$ cat src/logic/cpu_pkg.sv
package cpu_pkg;

   // one data byte on the bus or in a register
   typedef logic [7:0] byte_t;

   // full 16-bit bus address
   typedef logic [15:0] addr_t;

   // cycle index inside one instruction
   typedef logic [2:0] cyc_t;

   // architectural flags, ordered N, Z, C
   typedef logic [2:0] flags_t;

   // first opcode fetch after reset
   localparam addr_t RESET_VECTOR_DEFAULT = 16'h0200;

endpackage

$ cat src/logic/ctrl_pkg.sv
package ctrl_pkg;

   // first eight values follow the aaa field of the cc=01 group
   // STA sits at aaa=4 and touches no flags, so it maps to NONE
   typedef enum logic [3:0] {
      ALU_ORA  = 4'd0,
      ALU_AND  = 4'd1,
      ALU_EOR  = 4'd2,
      ALU_ADC  = 4'd3,
      ALU_NONE = 4'd4,
      ALU_FWD  = 4'd5,
      ALU_CMP  = 4'd6,
      ALU_SBC  = 4'd7,
      ALU_INC  = 4'd8,
      ALU_DEC  = 4'd9,
      ALU_CLC  = 4'd10,
      ALU_SEC  = 4'd11
   } alu_op_e;

   typedef enum logic [1:0] {
      OP1_A,
      OP1_X,
      OP1_Y
   } op1_src_e;

   // without a bus operand the second lane carries op1
   typedef enum logic [1:0] {
      OP2_DATA_BUS,
      OP2_NONE
   } op2_src_e;

   // OP1 loads the register picked by op1_src for transfers
   typedef enum logic [1:0] {
      LOAD_NONE,
      LOAD_ALU,
      LOAD_OP1
   } reg_load_e;

   typedef enum logic {
      ADDR_PC,
      ADDR_ZPG
   } addr_src_e;

   typedef enum logic {
      CYC_INCR,
      CYC_RESET
   } cyc_ctrl_e;

   typedef enum logic [1:0] {
      PC_HOLD,
      PC_INCR,
      PC_JUMP
   } pc_ctrl_e;

endpackage

$ cat src/logic/control_rom.sv
`timescale 1ns/1ps

module control_rom (
   input  cpu_pkg::byte_t       opcode,
   input  cpu_pkg::cyc_t        cyc,
   output ctrl_pkg::alu_op_e    alu_op,
   output ctrl_pkg::op1_src_e   op1_src,
   output ctrl_pkg::op2_src_e   op2_src,
   output ctrl_pkg::reg_load_e  a_load,
   output ctrl_pkg::reg_load_e  x_load,
   output ctrl_pkg::reg_load_e  y_load,
   output ctrl_pkg::addr_src_e  addr_src,
   output ctrl_pkg::pc_ctrl_e   pc_ctrl,
   output ctrl_pkg::cyc_ctrl_e  cyc_ctrl,
   output logic                 we
);

   logic [2:0] aaa;
   logic [2:0] bbb;
   logic [1:0] cc;

   assign aaa = opcode[7:5];
   assign bbb = opcode[4:2];
   assign cc  = opcode[1:0];

   always_comb begin
      // defaults describe a 2-cycle NOP
      alu_op   = ctrl_pkg::ALU_NONE;
      op1_src  = ctrl_pkg::OP1_A;
      op2_src  = ctrl_pkg::OP2_NONE;
      a_load   = ctrl_pkg::LOAD_NONE;
      x_load   = ctrl_pkg::LOAD_NONE;
      y_load   = ctrl_pkg::LOAD_NONE;
      addr_src = ctrl_pkg::ADDR_PC;
      pc_ctrl  = ctrl_pkg::PC_HOLD;
      cyc_ctrl = ctrl_pkg::CYC_RESET;
      we       = 1'b0;

      if (cyc == 3'd0) begin
         // opcode fetch
         pc_ctrl  = ctrl_pkg::PC_INCR;
         cyc_ctrl = ctrl_pkg::CYC_INCR;
      end else begin
         case (cc)
            2'b01: begin
               if (bbb == 3'b010 && aaa != 3'd4) begin
                  // immediate operand straight off the bus
                  op2_src = ctrl_pkg::OP2_DATA_BUS;
                  pc_ctrl = ctrl_pkg::PC_INCR;
                  alu_op  = ctrl_pkg::alu_op_e'({1'b0, aaa});
                  if (aaa != 3'd6) begin
                     a_load = ctrl_pkg::LOAD_ALU;
                  end
               end else if (bbb == 3'b001) begin
                  if (cyc == 3'd1) begin
                     // sequencer latches the zero-page address
                     pc_ctrl  = ctrl_pkg::PC_INCR;
                     cyc_ctrl = ctrl_pkg::CYC_INCR;
                  end else begin
                     addr_src = ctrl_pkg::ADDR_ZPG;
                     op2_src  = ctrl_pkg::OP2_DATA_BUS;
                     alu_op   = ctrl_pkg::alu_op_e'({1'b0, aaa});
                     if (aaa == 3'd4) begin
                        we = 1'b1;
                     end else if (aaa != 3'd6) begin
                        a_load = ctrl_pkg::LOAD_ALU;
                     end
                  end
               end
            end

            2'b00: begin
               case ({aaa, bbb})
                  // JMP abs
                  6'b010_011: begin
                     if (cyc == 3'd1) begin
                        pc_ctrl  = ctrl_pkg::PC_INCR;
                        cyc_ctrl = ctrl_pkg::CYC_INCR;
                     end else begin
                        pc_ctrl = ctrl_pkg::PC_JUMP;
                     end
                  end
                  // LDY #
                  6'b101_000: begin
                     op2_src = ctrl_pkg::OP2_DATA_BUS;
                     pc_ctrl = ctrl_pkg::PC_INCR;
                     alu_op  = ctrl_pkg::ALU_FWD;
                     y_load  = ctrl_pkg::LOAD_ALU;
                  end
                  // TAY
                  6'b101_010: begin
                     alu_op = ctrl_pkg::ALU_FWD;
                     y_load = ctrl_pkg::LOAD_OP1;
                  end
                  // TYA
                  6'b100_110: begin
                     op1_src = ctrl_pkg::OP1_Y;
                     alu_op  = ctrl_pkg::ALU_FWD;
                     a_load  = ctrl_pkg::LOAD_OP1;
                  end
                  // INY, DEY
                  6'b110_010, 6'b100_010: begin
                     op1_src = ctrl_pkg::OP1_Y;
                     alu_op  = aaa[1] ? ctrl_pkg::ALU_INC : ctrl_pkg::ALU_DEC;
                     y_load  = ctrl_pkg::LOAD_ALU;
                  end
                  // INX
                  6'b111_010: begin
                     op1_src = ctrl_pkg::OP1_X;
                     alu_op  = ctrl_pkg::ALU_INC;
                     x_load  = ctrl_pkg::LOAD_ALU;
                  end
                  6'b000_110: alu_op = ctrl_pkg::ALU_CLC;
                  6'b001_110: alu_op = ctrl_pkg::ALU_SEC;
                  default: begin
                  end
               endcase
            end

            2'b10: begin
               case ({aaa, bbb})
                  // LDX #
                  6'b101_000: begin
                     op2_src = ctrl_pkg::OP2_DATA_BUS;
                     pc_ctrl = ctrl_pkg::PC_INCR;
                     alu_op  = ctrl_pkg::ALU_FWD;
                     x_load  = ctrl_pkg::LOAD_ALU;
                  end
                  // TAX
                  6'b101_010: begin
                     alu_op = ctrl_pkg::ALU_FWD;
                     x_load = ctrl_pkg::LOAD_OP1;
                  end
                  // TXA
                  6'b100_010: begin
                     op1_src = ctrl_pkg::OP1_X;
                     alu_op  = ctrl_pkg::ALU_FWD;
                     a_load  = ctrl_pkg::LOAD_OP1;
                  end
                  // DEX
                  6'b110_010: begin
                     op1_src = ctrl_pkg::OP1_X;
                     alu_op  = ctrl_pkg::ALU_DEC;
                     x_load  = ctrl_pkg::LOAD_ALU;
                  end
                  default: begin
                  end
               endcase
            end

            default: begin
            end
         endcase
      end
   end

endmodule

$ cat src/logic/sequencer.sv
`timescale 1ns/1ps

module sequencer #(
   parameter cpu_pkg::addr_t RESET_VECTOR = cpu_pkg::RESET_VECTOR_DEFAULT
) (
   input  logic                 clk,
   input  logic                 rst_n,
   input  cpu_pkg::byte_t       rdata,
   input  ctrl_pkg::pc_ctrl_e   pc_ctrl,
   input  ctrl_pkg::cyc_ctrl_e  cyc_ctrl,
   input  ctrl_pkg::addr_src_e  addr_src,
   output cpu_pkg::byte_t       opcode,
   output cpu_pkg::byte_t       operand,
   output cpu_pkg::cyc_t        cyc,
   output cpu_pkg::addr_t       addr,
   output logic                 sync
);

   cpu_pkg::addr_t pc;

   always_ff @(posedge clk) begin
      if (!rst_n) begin
         cyc <= '0;
         pc  <= RESET_VECTOR;
      end else begin
         cyc <= (cyc_ctrl == ctrl_pkg::CYC_RESET) ? 3'd0 : cyc + 3'd1;
         case (pc_ctrl)
            ctrl_pkg::PC_INCR: pc <= pc + 16'd1;
            // high byte is on the bus now, low byte sits in the latch
            ctrl_pkg::PC_JUMP: pc <= {rdata, operand};
            default:           pc <= pc;
         endcase
      end
   end

   // instruction register and operand latch
   always_ff @(posedge clk) begin
      if (cyc == 3'd0) begin
         opcode <= rdata;
      end
      if (cyc == 3'd1) begin
         operand <= rdata;
      end
   end

   assign addr = (addr_src == ctrl_pkg::ADDR_ZPG) ? {8'h00, operand} : pc;
   assign sync = (cyc == 3'd0);

   // longest kept instruction is 3 cycles
   a_cyc_range: assert property (@(posedge clk) disable iff (!rst_n) cyc <= 3'd2);

endmodule

$ cat src/logic/alu.sv
`timescale 1ns/1ps

module alu (
   input  logic               clk,
   input  logic               rst_n,
   input  ctrl_pkg::alu_op_e  alu_op,
   input  cpu_pkg::byte_t     op1,
   input  cpu_pkg::byte_t     op2,
   output cpu_pkg::byte_t     alu_out,
   output cpu_pkg::flags_t    flags
);

   logic       n_q;
   logic       z_q;
   logic       c_q;
   logic [8:0] sum;

   always_comb begin
      sum     = 9'd0;
      alu_out = op2;
      case (alu_op)
         ctrl_pkg::ALU_ORA: alu_out = op1 | op2;
         ctrl_pkg::ALU_AND: alu_out = op1 & op2;
         ctrl_pkg::ALU_EOR: alu_out = op1 ^ op2;
         ctrl_pkg::ALU_ADC: begin
            sum     = {1'b0, op1} + {1'b0, op2} + {8'd0, c_q};
            alu_out = sum[7:0];
         end
         // borrow is the inverted carry
         ctrl_pkg::ALU_SBC: begin
            sum     = {1'b0, op1} + {1'b0, ~op2} + {8'd0, c_q};
            alu_out = sum[7:0];
         end
         ctrl_pkg::ALU_CMP: begin
            sum     = {1'b0, op1} + {1'b0, ~op2} + 9'd1;
            alu_out = sum[7:0];
         end
         ctrl_pkg::ALU_INC: alu_out = op1 + 8'd1;
         ctrl_pkg::ALU_DEC: alu_out = op1 - 8'd1;
         default:           alu_out = op2;
      endcase
   end

   always_ff @(posedge clk) begin
      if (!rst_n) begin
         n_q <= 1'b0;
         z_q <= 1'b0;
         c_q <= 1'b0;
      end else begin
         case (alu_op)
            ctrl_pkg::ALU_ORA, ctrl_pkg::ALU_AND, ctrl_pkg::ALU_EOR,
            ctrl_pkg::ALU_FWD, ctrl_pkg::ALU_INC, ctrl_pkg::ALU_DEC: begin
               n_q <= alu_out[7];
               z_q <= (alu_out == 8'h00);
            end
            ctrl_pkg::ALU_ADC, ctrl_pkg::ALU_SBC, ctrl_pkg::ALU_CMP: begin
               n_q <= alu_out[7];
               z_q <= (alu_out == 8'h00);
               c_q <= sum[8];
            end
            ctrl_pkg::ALU_CLC: c_q <= 1'b0;
            ctrl_pkg::ALU_SEC: c_q <= 1'b1;
            default: begin
            end
         endcase
      end
   end

   assign flags = {n_q, z_q, c_q};

   // defined codes run contiguously up to SEC
   a_op_legal: assert property (@(posedge clk) disable iff (!rst_n)
      alu_op <= ctrl_pkg::ALU_SEC);

endmodule

$ cat src/logic/register_file.sv
`timescale 1ns/1ps

module register_file (
   input  logic                 clk,
   input  logic                 rst_n,
   input  cpu_pkg::byte_t       alu_out,
   input  ctrl_pkg::reg_load_e  a_load,
   input  ctrl_pkg::reg_load_e  x_load,
   input  ctrl_pkg::reg_load_e  y_load,
   input  ctrl_pkg::op1_src_e   op1_src,
   output cpu_pkg::byte_t       op1,
   output cpu_pkg::byte_t       wdata
);

   cpu_pkg::byte_t a_q;
   cpu_pkg::byte_t x_q;
   cpu_pkg::byte_t y_q;

   // next value of one register for a given load select
   function automatic cpu_pkg::byte_t next_value(ctrl_pkg::reg_load_e sel,
                                                 cpu_pkg::byte_t cur);
      case (sel)
         ctrl_pkg::LOAD_ALU: return alu_out;
         ctrl_pkg::LOAD_OP1: return op1;
         default:            return cur;
      endcase
   endfunction

   always_ff @(posedge clk) begin
      if (!rst_n) begin
         a_q <= '0;
         x_q <= '0;
         y_q <= '0;
      end else begin
         a_q <= next_value(a_load, a_q);
         x_q <= next_value(x_load, x_q);
         y_q <= next_value(y_load, y_q);
      end
   end

   always_comb begin
      case (op1_src)
         ctrl_pkg::OP1_X: op1 = x_q;
         ctrl_pkg::OP1_Y: op1 = y_q;
         default:         op1 = a_q;
      endcase
   end

   // STA is the only store
   assign wdata = a_q;

endmodule

$ cat src/logic/cpu_top.sv
`timescale 1ns/1ps

module cpu_top #(
   parameter cpu_pkg::addr_t RESET_VECTOR = cpu_pkg::RESET_VECTOR_DEFAULT
) (
   input  logic             clk,
   input  logic             rst_n,
   input  cpu_pkg::byte_t   rdata,
   output cpu_pkg::addr_t   addr,
   output cpu_pkg::byte_t   wdata,
   output logic             we,
   output logic             sync,
   output cpu_pkg::flags_t  flags
);

   ctrl_pkg::alu_op_e    alu_op;
   ctrl_pkg::op1_src_e   op1_src;
   ctrl_pkg::op2_src_e   op2_src;
   ctrl_pkg::reg_load_e  a_load;
   ctrl_pkg::reg_load_e  x_load;
   ctrl_pkg::reg_load_e  y_load;
   ctrl_pkg::addr_src_e  addr_src;
   ctrl_pkg::pc_ctrl_e   pc_ctrl;
   ctrl_pkg::cyc_ctrl_e  cyc_ctrl;
   cpu_pkg::byte_t       opcode;
   cpu_pkg::byte_t       operand;
   cpu_pkg::cyc_t        cyc;
   cpu_pkg::byte_t       op1;
   cpu_pkg::byte_t       op2;
   cpu_pkg::byte_t       alu_out;

   control_rom u_rom (
      .opcode   (opcode),
      .cyc      (cyc),
      .alu_op   (alu_op),
      .op1_src  (op1_src),
      .op2_src  (op2_src),
      .a_load   (a_load),
      .x_load   (x_load),
      .y_load   (y_load),
      .addr_src (addr_src),
      .pc_ctrl  (pc_ctrl),
      .cyc_ctrl (cyc_ctrl),
      .we       (we)
   );

   sequencer #(.RESET_VECTOR(RESET_VECTOR)) u_seq (
      .clk      (clk),
      .rst_n    (rst_n),
      .rdata    (rdata),
      .pc_ctrl  (pc_ctrl),
      .cyc_ctrl (cyc_ctrl),
      .addr_src (addr_src),
      .opcode   (opcode),
      .operand  (operand),
      .cyc      (cyc),
      .addr     (addr),
      .sync     (sync)
   );

   // transfers and INC/DEC see the register on both lanes
   assign op2 = (op2_src == ctrl_pkg::OP2_DATA_BUS) ? rdata : op1;

   alu u_alu (
      .clk     (clk),
      .rst_n   (rst_n),
      .alu_op  (alu_op),
      .op1     (op1),
      .op2     (op2),
      .alu_out (alu_out),
      .flags   (flags)
   );

   register_file u_regs (
      .clk     (clk),
      .rst_n   (rst_n),
      .alu_out (alu_out),
      .a_load  (a_load),
      .x_load  (x_load),
      .y_load  (y_load),
      .op1_src (op1_src),
      .op1     (op1),
      .wdata   (wdata)
   );

endmodule

$ cat config.mk
export PLATFORM = sky130hd
export DESIGN_NAME = cpu_top
export DESIGN_NICKNAME = d
export VERILOG_FILES = /design/src/logic/cpu_pkg.sv /design/src/logic/ctrl_pkg.sv /design/src/logic/control_rom.sv /design/src/logic/sequencer.sv /design/src/logic/alu.sv /design/src/logic/register_file.sv /design/src/logic/cpu_top.sv
export SDC_FILE = /design/constraint.sdc
export NUM_CORES = 1
export LEC_CHECK = 0
export ABC_AREA = 1
export BUFFER_PORTS_ARGS = -buffer_cell sky130_fd_sc_hd__clkbuf_2
export CORE_ASPECT_RATIO = 1.1
export CORE_MARGIN = 1.5
export CORE_UTILIZATION = 42
export DETAILED_ROUTE_END_ITERATION = 7
export SLEW_MARGIN = 30
export SYNTH_ARGS = -nofsm -noshare
export SYNTH_HDL_FRONTEND = slang
export SYNTH_SLANG_ARGS = --single-unit
export TNS_END_PERCENT = 30
$ cat constraint.sdc
create_clock -name clk -period 8.6 [get_ports clk]
set_input_delay 0.86 -clock clk [delete_from_list [all_inputs] [get_ports clk]]
set_output_delay 0.86 -clock clk [all_outputs]
set_load 0.03 [all_outputs]
==> run_results.csv <==
group,metric,value,unit
clocking,post_cts_resized,0,
worst_setup_path,cp_max_fo,11,
worst_hold_path,whs_endpoint,"u_regs.x_q[4]",
cells_and_area,multi_input_area,3880,sq um
worst_setup_path,r2r_setup_slack,2120,ps
sta,fmax,154,MHz
placement,dp_slack,2270,ps
yosys,yosys.cell_types.count,49,
clocking,cts_hold_buf,0,
worst_setup_path,r2r-start,"u_seq.cyc[0]",
sta,fin_crit_sh,75.4,%
drt,wl_per_cell,15.9,um
clocking,clock_latency,340,ps
yosys,synthTopCellsByArea,"dfxtp_1, nand2_1, ha_1, edfxtp_1, inv_1",
pwr,leakagePower,3.11,nW
worst_setup_path,startpoint_type,"flip-flop",
cells_and_area,fin_nets,965,
drt,ant_nets,0,
sta,setup_violations,0,
drt,met3WireLength,761,um
placement,hpwl,13400,um
outcome,status,"completed",
sta,skew,8.77,ps
worst_setup_path,cpPeakStageDelay,740,ps
floorplan,start_util,42.7,%
floorplan,fp.dieW,116,um
placement,place.gp.congestion,0.876,
sta,worst_slack,2120,ps
grt,antenna_found_initial,0,
yosys,synth.net_count,946,
yosys,synth_top_area_share,15.7,%
pwr,comb_power_share,58.9,%
worst_setup_path,endpoint_kind,"flip-flop",
yosys,syn_avg_cell_area,6.59,sq um
grt,track_usage,24.5,%
sta,period_needed,6480,ps
pwr,p_int,0.977,mW
pwr,p_per_area,312,nW/um^2
yosys,ys_seq_area_share,23.9,%
floorplan,fp.coreArea,13700,sq um
clocking,cts_sinks,62,
worst_setup_path,r2r_cells,27,
pwr,power,2.01,mW
clocking,cts_buffers,9,
yosys,ys_warn_count,0,
pwr,swShare,51.5,%
floorplan,die_h,127,um
drt,top_layer_used,"met4",
clocking,cts-htree-levels,3,
grt,grt_pass1_vias,5283,
yosys,ys_async_sr_fraction,0,%
grt,grt_pass1_wl,27800,um
pwr,ir_drop,0.128,mV
clocking,clk_pin_slew,50,ps
worst_setup_path,crit_type,"flip-flop to flip-flop",
drt,wl,17500,um
worst_hold_path,hold_class,"flip-flop to flip-flop",
worst_hold_path,hold_depth,2,
worst_setup_path,timing.rr.end,"u_regs.wdata[5]",
placement,numPortBuffers,38,
sta,slew_headroom,39.1,%
cells_and_area,seqCellArea,1400,sq um
clocking,clock_path_buffers,2,
drt,drc_errors,0,
sta,worstMarginPinSlew,914,ps
yosys,synthFlopType,"dfxtp_1",
grt,grt_max_degree,27,
sta,finalMaxSlewViolations,0,
pwr,p_seq_share,21.6,%
flow_run,maxCapViolations,0,
sta,hold_violations,0,
cells_and_area,drive_gt1_share,12.8,%
drt,drt_iter0_markers,413,
drt,wl_met1,8270,um
clocking,cts_tree,"built",
worst_setup_path,cpMaxStageDelayCell,"o21ai_0",
worst_hold_path,hp-start,"u_regs.x_q[4]",
yosys,synth_edf_count,16,
grt,grt_remaining_overflow,0,
drt,drt_first_pass_iters,5,
cells_and_area,num-fill-cells,1466,
sta,finalSetupTns,0,ps
cells_and_area,diodes,0,
sta,rsz0062_at_grt,"false",
yosys,synth-seq-cells,62,
floorplan,num_io_pins,39,
cells_and_area,syn_to_final_growth,10.2,%
clocking,post_cts_buffers,0,
worst_setup_path,critPathTopFamily,"simple AND/OR/NAND/NOR gates",
drt,dr_total_vias,5801,
yosys,synth_top_area_cell,"dfxtp_1",
yosys,syn_inst,889,
drt,viasPerCell,5.27,
worst_setup_path,required,8780,ps
worst_setup_path,critPathBufInv,7,
yosys,syn_area,5860,sq um
worst_setup_path,worst_ep_arrival_time,6670,ps
pwr,pwr-share-clk,19.5,%
pwr,switchingPower,1.04,mW
floorplan,die_area,14700,sq um
floorplan,rows,45,
clocking,cts-root-buf,"clkbuf_16",
drt,met2_length,8140,um
## kinds of logic after synthesis
logic type | synth area share (%)
and+or+nand+nor | 33.3
AOI/OAI and AO/OA | 18.5
buffers and inverters | 9.93
DFF | 23.9
adders and majority gates | 10.5
xor gates and xnor gates | 3.88
## cell type report
cell class / count / area share (%)
multi-input cells: 681 / 60.0
flip-flops and latches: 62 / 21.7
inverters: 115 / 6.68
well taps: 188 / 3.64
clock buffers: 10 / 3.54
repair buffers: 39 / 3.06
clock inverters: 6 / 1.34
## metal layers
| layer | vias to the layer above | global-route usage [%] |
|---|---|---|
| li1 | 2980 | - |
| met1 | 2652 | 34.6 |
| met2 | 148 | 39.3 |
| met3 | 21 | 2.29 |
| met4 | 0 | 7.68 |
| met5 | - | 0 |
## registers in the layout, summed over array words and instances (netlist names)
signal,count
u_alu.c_q,1
u_alu.n_q,1
u_alu.z_q,1
u_regs.wdata,8
u_regs.x_q,8
u_regs.y_q,8
u_seq.cyc,3
u_seq.opcode,8
u_seq.operand,8
u_seq.pc,16
## power by group through the flow
stage | clock network (mW) | logic (mW) | registers, mW
3_3_place_gp | 0 | 1.18 | 0.439
4_1_cts | 0.397 | 1.18 | 0.434
6_report | 0.393 | 1.19 | 0.434
2_1_floorplan | 0 | 0.922 | 0.421
3_5_place_dp | 0 | 1.17 | 0.439
5_1_grt | 0.409 | 1.33 | 0.441
## cell usage in the layout (no fill, tap or decap), types with 8 or more instances in the layout
master,netlist,layout
clkbuf_2,0,38
xnor2_1,11,11
edfxtp_1,16,16
nor2_1,88,88
a21oi_1,76,76
nand2_2,15,15
clkbuf_16,0,9
xor2_1,15,15
nand4_1,15,15
inv_2,8,8
nand2_1,199,199
inv_1,104,104
nor2_4,12,12
ha_1,43,43
o21ai_1,14,14
nand3_1,50,50
o21ai_0,68,68
dfxtp_1,46,46
## worst max path at each step
stage	start	end	slack, ps	cells past startpoint
5_1_grt	u_seq.cyc[0]	u_regs.wdata[5]	1500	27
2_1_floorplan	u_seq.cyc[0]	u_alu.z_q	3130	29
3_3_place_gp	u_seq.cyc[0]	u_regs.x_q[4]	2370	28
4_1_cts	u_seq.cyc[0]	u_regs.wdata[5]	2250	27
6_report	u_seq.cyc[0]	u_regs.wdata[5]	2120	27
3_5_place_dp	u_seq.cyc[0]	u_regs.y_q[5]	2270	27
## stage by stage
stage / util, % / std cells / hold WS [ps] / cell area, sq um
after floorplan: - / 889 / 433 / 5860
final: 47.0 / 1101 / 466 / 6460
after global placement: 44.7 / 1085 / 457 / 6140
after detailed placement: 44.7 / 1085 / 458 / 6140
after CTS: 47.0 / 1101 / 467 / 6460
after global routing: 47.0 / 1101 / 495 / 6460
## synth_stat cells (3+ instances only)
master,number
inv_1,104
o21ai_0,68
xnor2_1,11
dfxtp_1,46
clkinv_1,3
nand2_1,199
nand4_1,15
o211ai_1,3
buf_2,6
nor2_1,88
nor3_1,7
o22ai_1,3
nor2_2,7
buf_4,5
nor4_1,5
a21oi_2,3
clkbuf_1,19
a221oi_1,6
nand2_2,15
xor2_1,15
nand3_2,4
nor2_4,12
nand2_4,5
a21oi_1,76
fa_1,4
nand3_1,50
ha_1,43
a221o_1,7
edfxtp_1,16
o21ai_1,14
inv_2,8
## worst register-to-register path: stages, from the launching register on
cell      delay (ps)
dfxtp_1          380
inv_1             60
ha_1             180
nand2_1          370
clkinv_1         170
nor3_1           210
inv_1             90
a21oi_1          200
inv_1             70
ha_1             450
clkinv_1         300
o21ai_0          740
inv_1            360
nand2_1          120
o21ai_0          200
fa_1             510
xor2_1           440
nand2_1          140
nor2_1           300
nand3_1          150
nand4_1          110
nand2_1           50
nor2_1           200
nand2_1           90
nor2_1           130
inv_1             80
o21ai_0          150
a21oi_1           80
(Power assumes the default switching activity.)
